===== src/hdl/pipeline_pkg.sv =====
package pipeline_pkg;

	typedef logic [15:0] instr_t;		// one instruction word
	typedef logic [2:0] reg_index_t;	// register number from a field
	typedef logic [2:0] cond_t;		// n, z, p
	typedef logic [1:0] op_class_t;	// bits 13:12
	typedef logic [1:0] addr_mode_t;	// bits 15:14
	typedef logic [4:0] enables_t;	// update pc, fetch, decode, execute, writeback

	// encoding is what the mem_state pins show
	typedef enum logic [1:0] {
		mem_read = 2'd0,
		mem_indirect = 2'd1,
		mem_write = 2'd2,
		mem_idle = 2'd3
	} mem_state_t;

	typedef enum logic [1:0] {
		pipe_reset,	// waiting for the first fetch
		pipe_start,	// first decode
		pipe_run
	} pipe_state_t;

	localparam instr_t nop_instr = '0;
	localparam logic [1:0] branch_resolve_count = 2'd2;	// br_taken cycle
	localparam logic [1:0] branch_resume_count = 2'd3;	// fetch from new pc

	localparam op_class_t class_control = 2'd0;	// br, jmp
	localparam op_class_t class_alu = 2'd1;
	localparam op_class_t class_load = 2'd2;
	localparam op_class_t class_store = 2'd3;

	localparam addr_mode_t mode_base = 2'd1;		// base + offset
	localparam addr_mode_t mode_indirect = 2'd2;	// two memory trips
	localparam addr_mode_t mode_effective = 2'd3;	// lea, or jmp in control class

	localparam int mode_lsb = 14;
	localparam int class_lsb = 12;
	localparam int dest_lsb = 9;		// also store source
	localparam int src1_lsb = 6;		// also base register
	localparam int imm_flag_bit = 5;
	localparam int src2_lsb = 0;

endpackage


===== src/hdl/operand_bypass.sv =====
module operand_bypass import pipeline_pkg::*;
(
	input logic clock,
	input logic reset,
	input instr_t ir,			// instruction now in decode
	input logic stall,
	input logic pipeline_running,
	output logic bypass_alu_1,
	output logic bypass_alu_2,
	output logic bypass_mem_1,
	output logic bypass_mem_2
);

	instr_t prev_ir;			// producer, one stage ahead

	op_class_t cur_class;
	addr_mode_t cur_mode;
	op_class_t prev_class;
	addr_mode_t prev_mode;
	reg_index_t prev_dest;
	reg_index_t src1_index;
	reg_index_t src2_index;

	logic alu_producer;
	logic mem_producer;
	logic uses_src1;
	logic uses_src2;
	logic match_1;
	logic match_2;

	always_ff @(posedge clock)
	begin
		if (reset)
		begin
			prev_ir <= nop_instr;
		end
		else if (!stall)
		begin
			prev_ir <= ir;		// frozen with the rest of the pipe
		end
	end

	// field split of both words
	assign cur_class = ir[class_lsb +: $bits(op_class_t)];
	assign cur_mode = ir[mode_lsb +: $bits(addr_mode_t)];
	assign prev_class = prev_ir[class_lsb +: $bits(op_class_t)];
	assign prev_mode = prev_ir[mode_lsb +: $bits(addr_mode_t)];
	assign prev_dest = prev_ir[dest_lsb +: $bits(reg_index_t)];

	// lea result comes off the alu path and other loads off memory
	assign alu_producer = (prev_class == class_alu) ||
		((prev_class == class_load) && (prev_mode == mode_effective));
	assign mem_producer = (prev_class == class_load) && (prev_mode != mode_effective);

	// source 1 is alu src1, jmp base or base-mode load/store base
	always_comb
	begin
		uses_src1 = 1'b0;
		case (cur_class)
			class_alu:
			begin
				uses_src1 = 1'b1;
			end
			class_control:
			begin
				uses_src1 = (cur_mode == mode_effective);	// jmp only
			end
			class_load, class_store:
			begin
				uses_src1 = (cur_mode == mode_base);
			end
		endcase
	end

	// source 2 is the alu register operand or the store data register
	assign uses_src2 = ((cur_class == class_alu) && !ir[imm_flag_bit]) ||
		((cur_class == class_store) && (cur_mode == mode_base));
	assign src1_index = ir[src1_lsb +: $bits(reg_index_t)];
	assign src2_index = (cur_class == class_alu) ? ir[src2_lsb +: $bits(reg_index_t)]
		: ir[dest_lsb +: $bits(reg_index_t)];	// store source sits in dest field

	assign match_1 = pipeline_running && uses_src1 && (src1_index == prev_dest);
	assign match_2 = pipeline_running && uses_src2 && (src2_index == prev_dest);

	assign bypass_alu_1 = match_1 && alu_producer;
	assign bypass_alu_2 = match_2 && alu_producer;
	assign bypass_mem_1 = match_1 && mem_producer;
	assign bypass_mem_2 = match_2 && mem_producer;

endmodule


===== src/hdl/fetch_sequencer.sv =====
module fetch_sequencer import pipeline_pkg::*;
(
	input logic clock,
	input logic reset,
	input instr_t instr_dout,		// word coming back from instruction memory
	input logic complete_instr,
	input instr_t ir,
	input cond_t psr,
	input cond_t nzp,			// branch mask
	input logic stall,
	input logic store_done,
	output logic enable_update_pc,
	output logic enable_fetch,
	output logic enable_decode,
	output logic enable_execute,
	output logic enable_writeback,
	output logic br_taken,
	output logic pipeline_running
);

	pipe_state_t state;
	pipe_state_t next_state;
	enables_t enables;			// before writeback and stall gating
	enables_t prev_enables;
	enables_t gated_enables;
	logic [1:0] bubble_count;
	logic count_inc;
	logic count_clear;
	logic control_fetch;
	logic branch_active;
	logic branch_hit;
	logic advance;
	logic writeback_block;

	// nonzero control word out of imem means br or jmp
	assign control_fetch = (instr_dout[class_lsb +: $bits(op_class_t)] == class_control) &&
		(instr_dout != nop_instr);
	assign branch_active = (bubble_count != 2'd0);
	assign branch_hit = |(psr & nzp);
	assign advance = (complete_instr || branch_active) && !stall;

	always_ff @(posedge clock)
	begin
		if (reset)
		begin
			state <= pipe_reset;
			prev_enables <= '0;
		end
		else if (!stall)
		begin
			state <= next_state;
			prev_enables <= enables;
		end
	end

	always_ff @(posedge clock)
	begin
		if (reset)
		begin
			bubble_count <= 2'd0;
		end
		else if (!stall)
		begin
			if (count_clear)
			begin
				bubble_count <= 2'd0;	// branch over and back to normal fetch
			end
			else if (count_inc)
			begin
				bubble_count <= bubble_count + 2'd1;
			end
		end
	end

	always_comb
	begin
		next_state = state;
		enables = '0;
		br_taken = 1'b0;
		count_inc = 1'b0;
		count_clear = 1'b0;
		case (state)
			pipe_reset:
			begin
				if (complete_instr)
				begin
					enables = 5'b11000;	// first word in so the pc moves
					next_state = pipe_start;
				end
				else
				begin
					enables = 5'b01000;	// keep fetching the reset pc
				end
			end
			pipe_start:
			begin
				next_state = pipe_run;
				if (!complete_instr)
				begin
					enables = 5'b01100;
				end
				else if (control_fetch)
				begin
					enables = 5'b00100;	// branch at the reset pc
					count_inc = 1'b1;
				end
				else
				begin
					enables = 5'b11100;
				end
			end
			pipe_run:
			begin
				// back end follows the previous enables and a nop kills execute
				if (ir == nop_instr)
				begin
					enables[1:0] = {1'b0, prev_enables[1]};
				end
				else
				begin
					enables[1:0] = prev_enables[2:1];
				end
				if (!advance)
				begin
					enables[4:2] = 3'b010;	// wait on imem
				end
				else if (branch_active || control_fetch)
				begin
					count_inc = 1'b1;
					if (bubble_count == branch_resolve_count)
					begin
						br_taken = branch_hit;
						enables[4:2] = {branch_hit, 1'b0, prev_enables[3]};
					end
					else if (bubble_count == branch_resume_count)
					begin
						count_inc = 1'b0;
						count_clear = 1'b1;
						enables[4:2] = {1'b1, 1'b1, prev_enables[3]};	// fetch target
					end
					else
					begin
						enables[4:2] = {1'b0, 1'b0, prev_enables[3]};	// bubble
					end
				end
				else
				begin
					enables[4:2] = {1'b1, 1'b1, prev_enables[3]};
				end
			end
			default:
			begin
				next_state = pipe_reset;
			end
		endcase
	end

	// no register write for a finished store or a resolving branch
	assign writeback_block = store_done || (bubble_count == branch_resolve_count);
	assign gated_enables = {enables[4:1], enables[0] && !writeback_block};
	assign {enable_update_pc, enable_fetch, enable_decode, enable_execute, enable_writeback} =
		stall ? '0 : gated_enables;
	assign pipeline_running = (state == pipe_run);

endmodule


===== src/hdl/memory_access_control.sv =====
module memory_access_control import pipeline_pkg::*;
(
	input logic clock,
	input logic reset,
	input instr_t ir_exec,		// instruction leaving execute
	input logic complete_data,	// dmem done strobe
	output logic stall,
	output logic store_done,
	output mem_state_t mem_state
);

	mem_state_t state;
	mem_state_t next_state;
	op_class_t exec_class;
	addr_mode_t exec_mode;
	logic is_store;
	logic needs_memory;

	assign exec_class = ir_exec[class_lsb +: $bits(op_class_t)];
	assign exec_mode = ir_exec[mode_lsb +: $bits(addr_mode_t)];
	assign is_store = (exec_class == class_store);
	// lea is load class but never touches memory
	assign needs_memory = ((exec_class == class_load) || is_store) &&
		(exec_mode != mode_effective);

	always_ff @(posedge clock)
	begin
		if (reset)
		begin
			state <= mem_idle;
		end
		else
		begin
			state <= next_state;	// runs through stall
		end
	end

	always_comb
	begin
		next_state = state;
		stall = 1'b0;
		case (state)
			mem_idle:
			begin
				if (needs_memory)
				begin
					stall = 1'b1;	// freeze the pipe this cycle
					if (exec_mode == mode_indirect)
					begin
						next_state = mem_indirect;	// fetch the pointer first
					end
					else if (is_store)
					begin
						next_state = mem_write;
					end
					else
					begin
						next_state = mem_read;
					end
				end
			end
			mem_indirect:
			begin
				stall = 1'b1;		// pointer arriving is not the end
				if (complete_data)
				begin
					next_state = is_store ? mem_write : mem_read;
				end
			end
			mem_read, mem_write:
			begin
				if (complete_data)
				begin
					next_state = mem_idle;	// release in the same cycle
				end
				else
				begin
					stall = 1'b1;
				end
			end
		endcase
	end

	assign store_done = complete_data && (state == mem_write);
	assign mem_state = next_state;	// pins show where we are heading

endmodule


===== src/hdl/pipeline_controller.sv =====
module pipeline_controller import pipeline_pkg::*;
(
	input logic clock,
	input logic reset,
	input instr_t ir,			// decode stage instruction
	input instr_t ir_exec,		// execute stage instruction
	input instr_t instr_dout,		// imem read data
	input cond_t psr,
	input cond_t nzp,
	input logic complete_instr,
	input logic complete_data,
	output logic bypass_alu_1,
	output logic bypass_alu_2,
	output logic bypass_mem_1,
	output logic bypass_mem_2,
	output logic enable_update_pc,
	output logic enable_fetch,
	output logic enable_decode,
	output logic enable_execute,
	output logic enable_writeback,
	output logic br_taken,
	output mem_state_t mem_state
);

	logic stall;			// whole-pipe freeze from dmem
	logic store_done;
	logic pipeline_running;

	memory_access_control u_memory_access_control (
		.clock(clock),
		.reset(reset),
		.ir_exec(ir_exec),
		.complete_data(complete_data),
		.stall(stall),
		.store_done(store_done),
		.mem_state(mem_state)
	);

	fetch_sequencer u_fetch_sequencer (
		.clock(clock),
		.reset(reset),
		.instr_dout(instr_dout),
		.complete_instr(complete_instr),
		.ir(ir),
		.psr(psr),
		.nzp(nzp),
		.stall(stall),
		.store_done(store_done),
		.enable_update_pc(enable_update_pc),
		.enable_fetch(enable_fetch),
		.enable_decode(enable_decode),
		.enable_execute(enable_execute),
		.enable_writeback(enable_writeback),
		.br_taken(br_taken),
		.pipeline_running(pipeline_running)
	);

	operand_bypass u_operand_bypass (
		.clock(clock),
		.reset(reset),
		.ir(ir),
		.stall(stall),
		.pipeline_running(pipeline_running),
		.bypass_alu_1(bypass_alu_1),
		.bypass_alu_2(bypass_alu_2),
		.bypass_mem_1(bypass_mem_1),
		.bypass_mem_2(bypass_mem_2)
	);

endmodule


===== config.mk =====
export PLATFORM = sky130hd
export DESIGN_NAME = pipeline_controller
export DESIGN_NICKNAME = d
export VERILOG_FILES = /design/src/hdl/pipeline_pkg.sv /design/src/hdl/operand_bypass.sv /design/src/hdl/fetch_sequencer.sv /design/src/hdl/memory_access_control.sv /design/src/hdl/pipeline_controller.sv
export SDC_FILE = /design/constraint.sdc
export NUM_CORES = 1
export LEC_CHECK = 0
export ABC_AREA = 1
export BUFFER_PORTS_ARGS = -buffer_cell sky130_fd_sc_hd__buf_2
export CAP_MARGIN = 15
export CORE_AREA = 2 2 57 59
export DETAILED_ROUTE_END_ITERATION = 12
export DIE_AREA = 0 0 59 61
export PLACE_DENSITY = 0.77
export SYNTH_ARGS = -nofsm -noshare
export SYNTH_HDL_FRONTEND = slang
export SYNTH_SLANG_ARGS = --single-unit

===== constraint.sdc =====
create_clock -name clock -period 1.96 [get_ports clock]
set_input_delay 0.098 -clock clock [delete_from_list [all_inputs] [get_ports clock]]
set_output_delay 0.098 -clock clock [all_outputs]
set_load 0.02 [all_outputs]

==> results_dict.tcl <==
set metrics [dict create \
    h-tree-depth 1 \
    grt_pass1_vias 1342 \
    hold_path_class "input port to flip-flop" \
    synth.ff_latch_count 16 \
    syn_area_sq_um 1270 \
    tightest_slew_ps 305 \
    cp_data_arrival_time_ps 1750 \
    clock-sinks 16 \
    met1_usage_pct 23.9 \
    status "finished, final reports clean" \
    grt_max_degree 15 \
    hold_viol_final 0 \
    vias 1409 \
    final_core_util_pct 55.8 \
    grt-ovfl-total 0 \
    fmax_mhz 543 \
    syn-num-nets 264 \
    setup_viol 0 \
    postLayoutSetupSlackWorst_ps 117 \
    use_met3_pct 3.84 \
    nNetsFinal 327 \
    grt_antenna_before_repair 0 \
    final_area_sq_um 1650 \
    crit_path_start_kind "flip-flop" \
    drt_wl_total_mm 3.00 \
    die_y_microns 61 \
    hpwl_mm 2.49 \
    syn_avg_cell_area_sq_um 6.41 \
    skew_ps 5.42 \
    worstSetupEndpointType "primary output" \
    busiest_layer "met2" \
    die_w_microns 59 \
    yosysWarnings 0 \
    grt_pass1_wl_mm 5.33 \
    drive_gt1_share_pct 33.2 \
    drt-initial-drc-count 55 \
    dr.pass1.iters 4 \
    cp_max_fo 4 \
    place.gp.congestion 0.872 \
    cts_buffer_depth 2 \
    viasPerCell 4.83 \
    syn_to_final_growth_pct 29.8 \
    core_sq_um 2950 \
    antenna_left 0 \
    peakVddDrop_mv 0.464 \
    cp.required_ps 1860 \
    io_buffers 57 \
    dpl_worst_slack_ps 203 \
    die_area_sq_um 3600 \
    grt_usage_pct 19.2 \
    drc 0 \
    slew_viol_final 0 \
    fin_crit_sh_pct 94.0 \
    ys_seq_area_share_pct 25.2 \
    cts_tree "yes" \
    synth_cells 198 \
    seqCellArea_sq_um 327 \
    numCtsBuffers 3 \
    wire_per_inst_microns 10.3 \
    criticalPathCategory "flip-flop to primary output" \
    antennaDiodeCount 0 \
    drv_cap 0 \
    initial_core_util_pct 43.0 \
    cellPowerDensity_nw_per_um2 616 \
    cts_root_buf "clkbuf_4" \
    placed_cells 288 \
    nFillCells 325 \
    fp-row-count 20 \
    hold-worst-slack_ps 64.6 \
    slew_headroom_pct 79.5 \
    multi_input_area_sq_um 831 \
    finalNonFillerCells 292 \
    clk_pin_slew_worst_paths_ps 90 \
    leakagePower_nw 0.869 \
    ys_types 29 \
    clk_latency_ps 280 \
    dpl-instance-area_sq_um 1600 \
    ios 70 \
    grt_util_met2_pct 32.7 \
    period_needed_ps 1840 \
]
[placed cells by master, fill, tap and decap left out, drive strengths merged]
master and instances:
nor4 5, a21o 1, buf 60, a32oi 1
xnor2 1, inv 28, nor3 2, o21ai 10
or2 4, a21oi 15, clkinv 2, clkbuf 3
a211o 1, dfxtp 16, mux2i 1, nor2 26
a211oi 3, nand2 51, o22ai 1, nand4 6
ha 8, nand3 14
[synthesized netlist by cell type (all sizes together)]
cell type	n	area share (%)
nand2	51	18
inv	28	8.3
nor2	26	9.2
dfxtp	16	25
a21oi	15	5.9
nand3	14	5.9
o21ai	10	3.9
ha	8	7.9
nand4	6	3.0
nor4	5	2.5
or2	4	2.0
a211oi	3	1.8
buf	2	1.3
clkinv	2	0.69
nor3	2	0.79
a211o	1	0.69
a21o	1	0.59
a32oi	1	0.69
mux2i	1	0.79
o22ai	1	0.49
xnor2	1	0.69
[worst max-delay path, cell delays in order, from the launching register on]
cell and delay, ps:
dfxtp_4 360, inv_2 80, ha_2 180, inv_2 70, a21oi_2 130, nand3_1 100, a211oi_2 150, nand4_1 130
nor2_1 120, buf_4 140
[cell families (layout without fill, tap and decap cells)]
family	Yosys count	count (layout)	share of synthesized area, %
compound gates	32	32	14.1
xor+xnor	1	1	0.690
fa+ha+maj	8	8	7.88
buf+inv	32	93	10.2
flops	16	16	25.2
mux	1	1	0.788
simple gates	108	108	41.1
[per-layer routing]
metal / wire [microns] / up-vias
li1: - / 772
met1: 1390 / 609
met2: 1450 / 26
met3: 123 / 2
met4: 34 / 0
met5: 0 / -
[repair_timing]
item,CTS,global route
hold buffers,0,0
setup buffers,0,1
resized for setup,3,8
pin swaps,1,3
setup endpoints to repair,2,4
[final cells by class]
type,instances,share of cell area (%)
flip-flops and latches,16,19.8
well taps,33,2.51
clock buffers,3,1.37
inverters,30,6.91
multi-input cells,150,50.4
repair buffers,60,19.0
[where the power goes]
| part | switching, mW | internal [mW] |
|---|---|---|
| Combinational | 0.265 | 0.171 |
| Sequential | 0.0366 | 0.373 |
| Clock | 0.0986 | 0.0714 |
[stage by stage]
step           power [mW]  TNS (ps)
6_report             1.01         0
3_5_place_dp        0.841         0
2_1_floorplan       0.708         0
5_1_grt              1.11     -2.54
4_1_cts              1.02         0
3_3_place_gp        0.838         0
[final timing paths]
check                           cells after the start  slack (ps)                               from                                 to
worst max register to register                     12         410  u_fetch_sequencer.bubble_count[0]  u_fetch_sequencer.bubble_count[1]
worst min register to register                      2         470  u_fetch_sequencer.prev_enables[1]  u_fetch_sequencer.prev_enables[1]
worst max-delay path                                9         120         u_fetch_sequencer.state[0]                       bypass_alu_2
worst min-delay path                                2          60                              reset       u_operand_bypass.prev_ir[14]
[flip-flops by register name, indices dropped and copies added (netlist names)]
signal                          flops
u_operand_bypass.prev_ir            7
u_fetch_sequencer.state             2
u_memory_access_control.state       2
u_fetch_sequencer.prev_enables      3
u_fetch_sequencer.bubble_count      2
No activity file was read; power rests on OpenSTA's default activity.
